## config.mk

```make
export PLATFORM = sky130hd
export DESIGN_NAME = mem_subsys_top
export DESIGN_NICKNAME = d
export VERILOG_FILES = /design/src/rtl/mem_pkg.sv /design/src/rtl/bus_ctrl_fsm.sv /design/src/rtl/clint_timer.sv /design/src/rtl/mem_route.sv /design/src/rtl/mem_subsys_top.sv
export SDC_FILE = /design/constraint.sdc
export NUM_CORES = 1
export LEC_CHECK = 0
export BUFFER_PORTS_ARGS = -buffer_cell sky130_fd_sc_hd__buf_2
export CELL_PAD_IN_SITES_DETAIL_PLACEMENT = 1
export CELL_PAD_IN_SITES_GLOBAL_PLACEMENT = 2
export CORE_MARGIN = 2
export CORE_UTILIZATION = 28
export DETAILED_ROUTE_END_ITERATION = 16
export GPL_ROUTABILITY_DRIVEN = 0
export PLACE_DENSITY = 0.83
export SETUP_SLACK_MARGIN = 0.4
export SYNTH_ARGS = -nofsm -noshare
export SYNTH_HDL_FRONTEND = slang
export SYNTH_SLANG_ARGS = --single-unit
```

## constraint.sdc

```tcl
create_clock -name clock -period 5.27 [get_ports clock]
set_input_delay 1.054 -clock clock [delete_from_list [all_inputs] [get_ports clock]]
set_output_delay 1.054 -clock clock [all_outputs]
set_load 0.005 [all_outputs]
```

## src/rtl/mem_pkg.sv

```systemverilog
package mem_pkg;

    // address map of the subsystem.
    localparam logic [31:0] clint_base = 32'h0200_0000;
    localparam logic [31:0] clint_mask = 32'h0000_ffff;  // 64 KiB timer window.
    localparam logic [31:0] mem_base   = 32'h8000_0000;
    localparam logic [31:0] mem_mask   = 32'h0fff_ffff;  // 256 MiB of external memory.

    localparam logic [31:0] mtime_lo_off = 32'h0000_bff8;
    localparam logic [31:0] mtime_hi_off = 32'h0000_bffc;

    localparam logic [1:0] resp_okay   = 2'd0;
    localparam logic [1:0] resp_decerr = 2'd3;

    typedef struct packed {
        logic        valid;
        logic        write;
        logic [31:0] addr;
        logic [31:0] wdata;
        logic [3:0]  wstrb;
    } mem_req_t;

    typedef struct packed {
        logic        valid;
        logic [31:0] rdata;
        logic        err;
    } mem_rsp_t;

    typedef struct packed {
        logic        arvalid;
        logic [31:0] araddr;
        logic        awvalid;
        logic [31:0] awaddr;
        logic        wvalid;
        logic [31:0] wdata;
        logic [3:0]  wstrb;
        logic        rready;
        logic        bready;
    } axi_req_t;

    typedef struct packed {
        logic        arready;
        logic        rvalid;
        logic [31:0] rdata;
        logic [1:0]  rresp;
        logic        awready;
        logic        wready;
        logic        bvalid;
        logic [1:0]  bresp;
    } axi_rsp_t;

    typedef enum logic [1:0] {tgt_mem, tgt_clint, tgt_fault} target_t;

    typedef enum logic {own_fetch, own_lsu} owner_t;

    typedef enum logic [2:0] {st_idle, st_ar, st_r, st_aw_w, st_b, st_local, st_resp} bus_state_t;

    typedef struct packed {
        logic arvalid;
        logic awvalid;
        logic wvalid;
        logic rready;
        logic bready;
        logic timer_rd;
        logic rsp_valid;
    } bus_ctrl_t;

endpackage

```

## src/rtl/bus_ctrl_fsm.sv

```systemverilog
`timescale 1ns/1ns

module bus_ctrl_fsm (
    input  logic                clock,
    input  logic                rst_n,
    input  logic                fetch_pending,
    input  logic                lsu_pending,
    input  mem_pkg::target_t    target,
    input  logic                write,
    input  mem_pkg::axi_rsp_t   bus_rsp,
    output mem_pkg::owner_t     owner,
    output mem_pkg::bus_ctrl_t  bus_ctrl
);

    mem_pkg::bus_state_t state;
    mem_pkg::bus_state_t state_next;
    mem_pkg::owner_t     owner_q;
    mem_pkg::owner_t     pick;
    logic                aw_done;
    logic                w_done;
    logic                aw_ok;
    logic                w_ok;

    assign pick  = lsu_pending ? mem_pkg::own_lsu : mem_pkg::own_fetch; // load/store wins a tie.
    assign owner = (state == mem_pkg::st_idle) ? pick : owner_q;

    assign aw_ok = aw_done || bus_rsp.awready;
    assign w_ok  = w_done || bus_rsp.wready;

    always_comb begin
        state_next = state;
        case (state)
            mem_pkg::st_idle: begin
                if (fetch_pending || lsu_pending) begin
                    case (target)
                        mem_pkg::tgt_mem:   state_next = write ? mem_pkg::st_aw_w : mem_pkg::st_ar;
                        mem_pkg::tgt_clint: state_next = mem_pkg::st_local;
                        default:            state_next = mem_pkg::st_resp;
                    endcase
                end
            end
            mem_pkg::st_ar: begin
                if (bus_rsp.arready) begin
                    state_next = mem_pkg::st_r;
                end
            end
            mem_pkg::st_r: begin
                if (bus_rsp.rvalid) begin
                    state_next = mem_pkg::st_resp;
                end
            end
            mem_pkg::st_aw_w: begin
                if (aw_ok && w_ok) begin
                    state_next = mem_pkg::st_b;
                end
            end
            mem_pkg::st_b: begin
                if (bus_rsp.bvalid) begin
                    state_next = mem_pkg::st_resp;
                end
            end
            mem_pkg::st_local: state_next = mem_pkg::st_resp; // timer word lands next cycle.
            default:           state_next = mem_pkg::st_idle;
        endcase
    end

    always_ff @(posedge clock or negedge rst_n) begin
        if (!rst_n) begin
            state   <= mem_pkg::st_idle;
            owner_q <= mem_pkg::own_fetch;
            aw_done <= 1'b0;
            w_done  <= 1'b0;
        end else begin
            state <= state_next;
            if (state == mem_pkg::st_idle) begin
                owner_q <= pick;
            end
            if (state == mem_pkg::st_aw_w && !(aw_ok && w_ok)) begin
                aw_done <= aw_ok; // remember the half that was already taken.
                w_done  <= w_ok;
            end else begin
                aw_done <= 1'b0;
                w_done  <= 1'b0;
            end
        end
    end

    always_comb begin
        bus_ctrl = '0;
        case (state)
            mem_pkg::st_ar:    bus_ctrl.arvalid = 1'b1;
            mem_pkg::st_r:     bus_ctrl.rready = 1'b1;
            mem_pkg::st_aw_w: begin
                bus_ctrl.awvalid = !aw_done;
                bus_ctrl.wvalid  = !w_done;
            end
            mem_pkg::st_b:     bus_ctrl.bready = 1'b1;
            mem_pkg::st_local: bus_ctrl.timer_rd = 1'b1;
            mem_pkg::st_resp:  bus_ctrl.rsp_valid = 1'b1;
            default:           bus_ctrl = '0;
        endcase
    end

endmodule

```

## src/rtl/clint_timer.sv

```systemverilog
`timescale 1ns/1ns

module clint_timer (
    input  logic        clock,
    input  logic        rst_n,
    input  logic        rd,
    input  logic        rd_hi,
    output logic [31:0] rdata
);

    logic [63:0] mtime;

    // free-running machine timer.
    always_ff @(posedge clock or negedge rst_n) begin
        if (!rst_n) begin
            mtime <= '0;
        end else begin
            mtime <= mtime + 64'd1;
        end
    end

    always_ff @(posedge clock) begin
        if (rd) begin
            rdata <= rd_hi ? mtime[63:32] : mtime[31:0]; // valid the cycle after the strobe.
        end
    end

endmodule

```

## src/rtl/mem_route.sv

```systemverilog
`timescale 1ns/1ns

module mem_route (
    input  logic                clock,
    input  logic                rst_n,
    input  mem_pkg::mem_req_t   fetch_req,
    input  mem_pkg::mem_req_t   lsu_req,
    output mem_pkg::mem_rsp_t   fetch_rsp,
    output mem_pkg::mem_rsp_t   lsu_rsp,
    input  mem_pkg::owner_t     owner,
    input  mem_pkg::bus_ctrl_t  bus_ctrl,
    output logic                fetch_pending,
    output logic                lsu_pending,
    output mem_pkg::target_t    target,
    output logic                write,
    output mem_pkg::axi_req_t   bus_req,
    input  mem_pkg::axi_rsp_t   bus_rsp
);

    mem_pkg::mem_req_t sel;
    logic [31:0]       offset;
    logic              in_mem;
    logic              in_clint;
    logic              is_mtime_lo;
    logic              is_mtime_hi;
    logic [31:0]       timer_rdata;
    logic              fetch_valid_q;
    logic              lsu_valid_q;
    logic [31:0]       rdata_q;
    logic [1:0]        resp_q;

    assign sel   = (owner == mem_pkg::own_lsu) ? lsu_req : fetch_req;
    assign write = sel.write;

    assign offset      = sel.addr & mem_pkg::clint_mask;
    assign in_mem      = (sel.addr & ~mem_pkg::mem_mask) == mem_pkg::mem_base;
    assign in_clint    = (sel.addr & ~mem_pkg::clint_mask) == mem_pkg::clint_base;
    assign is_mtime_lo = offset == mem_pkg::mtime_lo_off;
    assign is_mtime_hi = offset == mem_pkg::mtime_hi_off;

    // the timer is read-only, so a write into its window faults.
    always_comb begin
        if (in_mem) begin
            target = mem_pkg::tgt_mem;
        end else if (in_clint && !sel.write && (is_mtime_lo || is_mtime_hi)) begin
            target = mem_pkg::tgt_clint;
        end else begin
            target = mem_pkg::tgt_fault;
        end
    end

    // a requester that is being answered this cycle is not pending again.
    assign fetch_pending = fetch_req.valid && !fetch_valid_q;
    assign lsu_pending   = lsu_req.valid && !lsu_valid_q;

    always_comb begin
        bus_req         = '0;
        bus_req.arvalid = bus_ctrl.arvalid;
        bus_req.araddr  = sel.addr;
        bus_req.awvalid = bus_ctrl.awvalid;
        bus_req.awaddr  = sel.addr;
        bus_req.wvalid  = bus_ctrl.wvalid;
        bus_req.wdata   = sel.wdata;
        bus_req.wstrb   = sel.wstrb;
        bus_req.rready  = bus_ctrl.rready;
        bus_req.bready  = bus_ctrl.bready;
    end

    clint_timer u_timer (
        .clock (clock           ),
        .rst_n (rst_n           ),
        .rd    (bus_ctrl.timer_rd),
        .rd_hi (is_mtime_hi     ),
        .rdata (timer_rdata     )
    );

    always_ff @(posedge clock or negedge rst_n) begin
        if (!rst_n) begin
            fetch_valid_q <= 1'b0;
            lsu_valid_q   <= 1'b0;
        end else begin
            fetch_valid_q <= bus_ctrl.rsp_valid && (owner == mem_pkg::own_fetch);
            lsu_valid_q   <= bus_ctrl.rsp_valid && (owner == mem_pkg::own_lsu);
        end
    end

    always_ff @(posedge clock) begin
        if (bus_ctrl.rready && bus_rsp.rvalid) begin
            rdata_q <= bus_rsp.rdata;
            resp_q  <= bus_rsp.rresp;
        end else if (bus_ctrl.bready && bus_rsp.bvalid) begin
            rdata_q <= '0;
            resp_q  <= bus_rsp.bresp;
        end else if (bus_ctrl.rsp_valid && target == mem_pkg::tgt_clint) begin
            rdata_q <= timer_rdata;
            resp_q  <= mem_pkg::resp_okay;
        end else if (bus_ctrl.rsp_valid && target == mem_pkg::tgt_fault) begin
            rdata_q <= '0;
            resp_q  <= mem_pkg::resp_decerr;
        end
    end

    // data and error are shared and only the valid strobe is steered.
    assign fetch_rsp = '{valid: fetch_valid_q, rdata: rdata_q, err: resp_q != mem_pkg::resp_okay};
    assign lsu_rsp   = '{valid: lsu_valid_q, rdata: rdata_q, err: resp_q != mem_pkg::resp_okay};

endmodule

```

## src/rtl/mem_subsys_top.sv

```systemverilog
`timescale 1ns/1ns

module mem_subsys_top (
    input  logic               clock,
    input  logic               rst_n,
    input  mem_pkg::mem_req_t  fetch_req,
    input  mem_pkg::mem_req_t  lsu_req,
    output mem_pkg::mem_rsp_t  fetch_rsp,
    output mem_pkg::mem_rsp_t  lsu_rsp,
    output mem_pkg::axi_req_t  bus_req,
    input  mem_pkg::axi_rsp_t  bus_rsp
);

    mem_pkg::owner_t    owner;
    mem_pkg::bus_ctrl_t bus_ctrl;
    mem_pkg::target_t   target;
    logic               fetch_pending;
    logic               lsu_pending;
    logic               write;

    bus_ctrl_fsm u_fsm (
        .clock         (clock        ),
        .rst_n         (rst_n        ),
        .fetch_pending (fetch_pending),
        .lsu_pending   (lsu_pending  ),
        .target        (target       ),
        .write         (write        ),
        .bus_rsp       (bus_rsp      ),
        .owner         (owner        ),
        .bus_ctrl      (bus_ctrl     )
    );

    mem_route u_route (
        .clock         (clock        ),
        .rst_n         (rst_n        ),
        .fetch_req     (fetch_req    ),
        .lsu_req       (lsu_req      ),
        .fetch_rsp     (fetch_rsp    ),
        .lsu_rsp       (lsu_rsp      ),
        .owner         (owner        ),
        .bus_ctrl      (bus_ctrl     ),
        .fetch_pending (fetch_pending),
        .lsu_pending   (lsu_pending  ),
        .target        (target       ),
        .write         (write        ),
        .bus_req       (bus_req      ),
        .bus_rsp       (bus_rsp      )
    );

endmodule

```

# After elaboration in Yosys (flattened, before gate mapping)
# Index checks and enable logic that the tools add are counted.
# word_totals
ff_bits	138
word_cells	86
in_bits	183
out_inout_bits	173
# op_classes
reduce_logical	27
mux	30
add_sub_neg	1
n_bitwise	1
eq_ne	17
# ops
operator	count
32-bit 2-to-1 mux	5
69-bit 2-to-1 mux	1
64-bit by 1-bit adder with 64-bit output, second input constant	1
16-bit equality test, second input constant	2
3-bit one-hot mux with 6 select lines	1
16-bit by 10-bit equality test with 1-bit output, second input constant	1
2-bit 2-to-1 mux	8
3-bit 2-to-1 mux	5
1-bit logical AND	12
3-bit equality test, second input constant	3
1-bit 2-to-1 mux	9
3-bit by 2-bit equality test with 1-bit output, second input constant	2
1-bit logical NOT	6
2-bit inequality test, second input constant	3
3-bit one-hot mux with 2 select lines	1
5-bit AND reduction	1
4-bit equality test, second input constant	1
1-bit logical OR	4
2-bit by 1-bit inequality test with 1-bit output, second input constant	2
4-bit nonzero test	1
3-bit by 1-bit equality test with 1-bit output, second input constant	1
3-bit logical NOT	1
2-bit by 1-bit equality test with 1-bit output, second input constant	1
2-bit equality test, second input constant	1
other kinds (3)	3

# Depth between registers and ports, before layout
# logic_depth
word_depth	16
mapped_depth	9
ltp_nobuf	7

# Hierarchy
# Synthesis repeated with hierarchy kept, for this count alone.
# hier_totals
cells_unflattened	672
area_unflattened_um2	7843.8
# by_module_without_submodules
module	instances	cells_per_inst	seq_area_each_um2	area_per_inst_um2
clint_timer	1	347	2562.5	4294.1
mem_route	1	284	1071.0	3160.5
bus_ctrl_fsm	1	41	150.1	389.1

# Worst setup path after synthesis
# No wires, ideal clock.
# synth_path
path_kind	in2reg
from	input lsu_req[69] (netlist bit)
to	register u_route.rdata_q[0], enable pin
path_slack_ns	0.215
setup_ns	0.472
arrival_time_ns	4.582
required_ns	4.798
path_buffers	1
path_stages	7
path_cell_list	nor2b_1 mux2i_1 clkbuf_1 inv_1 a31oi_1 mux2i_1 o21ai_0
# synth_between
elab_chain_cells	12
word_cells_on_any_way	19
classes_between	eq/ne: 6; mux: 5; reduce/logical: 8
# synth_lines
element	line_no	text
start, declared	mem_subsys_top.sv:7	input mem_pkg::mem_req_t lsu_req,
1-bit logical AND (*)	mem_route.sv:54	assign lsu_pending = lsu_req.valid && !lsu_valid_q;
1-bit 2-to-1 mux (*)	bus_ctrl_fsm.sv:24	assign pick = lsu_pending ? mem_pkg::own_lsu : mem_pkg::own_fetch;
1-bit 2-to-1 mux (*)	bus_ctrl_fsm.sv:25	assign owner = (state == mem_pkg::st_idle) ? pick : owner_q;
via owner	mem_subsys_top.sv:14	mem_pkg::owner_t owner;
69-bit 2-to-1 mux (*)	mem_route.sv:32	assign sel = (owner == mem_pkg::own_lsu) ? lsu_req : fetch_req;
16-bit by 10-bit equality test with 1-bit output (tied with other cells)	mem_route.sv:37	assign in_clint = (sel.addr & ~mem_pkg::clint_mask) == mem_pkg::clint_base;
1-bit logical AND / 1-bit logical OR (equally long branches)	mem_route.sv:45	end else if (in_clint && !sel.write && (is_mtime_lo || is_mtime_hi)) begin
1-bit logical AND	mem_route.sv:45	
2-bit 2-to-1 mux	mem_route.sv:45	
2-bit 2-to-1 mux (*)	mem_route.sv:43	if (in_mem) begin
2-bit equality test / 2-bit by 1-bit equality test with 1-bit output (equally long branches)	mem_route.sv:97, mem_route.sv:94	
1-bit logical AND (on tied branches)	mem_route.sv:97, mem_route.sv:94	
4-bit nonzero test (no source line) (*)	--	
end signal, assigned	mem_route.sv:89	rdata_q <= bus_rsp.rdata;
end signal, assigned	mem_route.sv:95	rdata_q <= timer_rdata;
end, declared	mem_route.sv:29	logic [31:0] rdata_q;
# The timed path passes the listed nets; every way through them passes the cells marked *.
# A chain may end at the register's enable or synchronous reset.

==> flow_metrics.py <==
metrics = {
    "clock_network": {
        "clk_pin_slew_worst_paths_ns": 0.06,
        "clk_path_buf_depth": 2,
        "cts_hold_buf": 0,
        "clock-sinks": 138,
        "htree_levels": 4,
        "post-cts-setup-buffer-count": 0,
        "cts_tree": "built",
        "numCtsBuffers": 17,
        "clock-root-buffer": "clkbuf_16",
        "insertion_delay_ns": 0.43,
        "cts_resized": 0,
    },
    "setup_path": {
        "crit_type": "flip-flop to output pin",
        "worstSetupEndpointType": "output pin",
        "cp.required_ns": 4.22,
        "cp-start-kind": "flip-flop",
        "path_max_fanout": 43,
        "reg2reg_slack_ns": 1.90,
        "crit_arrival_ns": 2.87,
    },
    "power_and_ir_drop": {
        "p_leak_nw": 4.55,
        "p_per_area_nw_per_um2": 426,
        "ir_drop_mv": 0.170,
    },
    "worst_hold_path": {
        "min_path_type": "flip-flop to flip-flop",
    },
    "timing": {
        "rsz0062_at_grt": "no",
        "slew_headroom": 0.383,
        "clock_skew_ns": 0.0117,
        "fmax_ghz": 0.255,
        "fin_crit_sh": 0.744,
        "tightest_slew_ns": 0.922,
        "period_minus_slack_ns": 3.92,
        "setup_viol": 0,
        "whs_ns": 0.472,
        "drv_slew": 0,
        "fin_tns_setup_ns": 0,
        "hold_viol_final": 0,
    },
    "floorplan": {
        "io_pins": 356,
        "fp.dieArea_um2": 28100,
        "core_um2": 26200,
        "core.rowCount": 59,
        "die_x_um": 168,
        "initial_core_util": 0.286,
        "die_h_um": 168,
    },
    "drt": {
        "via_per_inst": 4.74,
        "dr.first_iter.drc_count": 344,
        "first_pass_iters": 4,
        "drc_errors": 0,
        "via_count": 6054,
        "avgRoutedWirePerCell_um": 19.9,
        "drtAntennaViolNets": 0,
        "wl_um": 25500,
    },
    "layout": {
        "final_area_um2": 9770,
        "final_common_cell": "buf_2",
        "layout-drive-gt1-share": 0.532,
        "most-common-layout-cells": "buf_2 (355), mux2_2 (95), dfrtp_1 (72), edfxtp_1 (66), xnor2_1 (43)",
        "fin_util": 0.373,
        "fin_nets": 1112,
        "synthToLayoutAreaGrowth_pct": 30.2,
        "seq_area_um2": 3780,
        "nFillCells": 3010,
        "multiInputGateArea_um2": 3100,
    },
    "yosys": {
        "synth_edf_count": 66,
        "ys_seq_elements": 138,
        "syn_avg_cell_area_um2": 11.8,
        "synth_fp_nets": 820,
        "synth_warnings": 0,
        "async_flop_share": 0.522,
        "postSynthCellCount": 636,
        "synth_area_um2": 7510,
        "synth_ff_type": "dfrtp_1",
        "yosysSeqAreaShare": 0.504,
        "synth_cell_types": 46,
    },
    "place": {
        "detailed_place_hpwl_um": 20600,
        "postPlaceCellArea_um2": 9200,
        "portBuffers": 355,
    },
    "status": {
        "outcome": "finished, final reports clean",
    },
    "grt": {
        "grtUsageTotal": 0.178,
        "grt_pass1_wl_um": 37600,
        "grt_pass1_vias": 6159,
        "overflow": 0,
        "grt_start_max_net_pins": 48,
        "antenna_found_initial": 3,
    },
    "run": {
        "drv_cap": 0,
    },
}
==> worst max-delay path, stage by stage, from the launching register on <==
cell and delay (ns):
dfrtp_1 0.55, nor3_2 0.42, mux2i_4 0.33, buf_4 0.50, mux2_2 0.48, buf_2 0.15
==> cells in the mapped netlist (5+ instances only) <==
cell | number | area [um2]
nand2_1 | 34 | 128
a22o_1 | 32 | 280
xnor2_1 | 43 | 377
clkbuf_1 | 18 | 67.6
buf_4 | 67 | 503
and3_1 | 14 | 87.6
nor4_1 | 8 | 50.1
dfrtp_1 | 72 | 1800
nand3_1 | 29 | 145
nand4_1 | 16 | 100
nor3_1 | 10 | 50.1
nor2_1 | 34 | 128
inv_1 | 10 | 37.5
mux2_2 | 95 | 1070
nand4b_1 | 5 | 43.8
and4_1 | 8 | 70.1
xor2_1 | 19 | 166
o21ai_0 | 10 | 50.1
edfxtp_1 | 66 | 1980
==> worst paths after layout <==
kind,startpoint,endpoint,cells past startpoint
setup reg to reg,u_fsm.state[1],u_route.u_timer.rdata[25],7
hold reg to reg,u_fsm.w_done,u_fsm.aw_done,1
setup / recovery,u_fsm.state[1],bus_req[70],5
min in group asynchronous,rst_n,u_route.u_timer.mtime[51],1
hold / removal,u_fsm.w_done,u_fsm.aw_done,1
max in group asynchronous,rst_n,u_fsm.owner_q,2
==> area by class of cell <==
type / instances / area share
Sequential cell: 138 / 0.387
Multi-Input combinational cell: 396 / 0.318
Timing Repair Buffer: 365 / 0.189
Clock buffer: 19 / 0.0463
Tap cell: 335 / 0.0429
Clock inverter: 13 / 0.0123
Inverter: 10 / 0.00384
Antenna cell: 2 / 0.000512
==> kinds of logic after synthesis <==
family / count (synthesis) / synth area share
multiplexers: 99 / 0.148
XOR/XNOR: 62 / 0.0723
AND/OR/NAND/NOR: 179 / 0.130
adder cells (fa/ha/maj): 1 / 0.00167
AO/OA/AOI/OAI: 55 / 0.0565
buffers and inverters: 102 / 0.0880
flip-flops: 138 / 0.504
==> layer usage <==
layer  vias to the layer above  global-route usage  routed length, um
met3                        29              0.0305               1270
met4                         0              0.0612                529
met1                      2975               0.224              10900
met2                       215               0.309              12800
met5                         -                   0                  0
li1                       2835                   -                  -
==> registers in the layout, indices dropped and copies added, names as in the netlist <==
| signal | cells |
|---|---|
| u_fsm.aw_done | 1 |
| u_fsm.owner_q | 1 |
| u_fsm.state | 3 |
| u_fsm.w_done | 1 |
| u_route.fetch_valid_q | 1 |
| u_route.lsu_valid_q | 1 |
| u_route.rdata_q | 32 |
| u_route.resp_q | 2 |
| u_route.u_timer.mtime | 64 |
| u_route.u_timer.rdata | 32 |
==> power by group <==
group	internal, mW	total (mW)	switching (mW)
registers	1.34	1.47	0.131
clock network	0.676	1.15	0.478
logic	0.767	1.54	0.772
total	2.78	4.17	1.38
==> metrics by stage <==
stage	total power [mW]	std cells	setup WS (ns)
after global routing	4.37	1277	1.22
after global placement	3.04	1244	1.54
after detailed placement	3.05	1244	1.49
after floorplan	2.47	636	1.13
final	4.17	1278	1.35
after CTS	4.22	1276	1.32
Note: power is estimated with default switching activity, not from simulation.
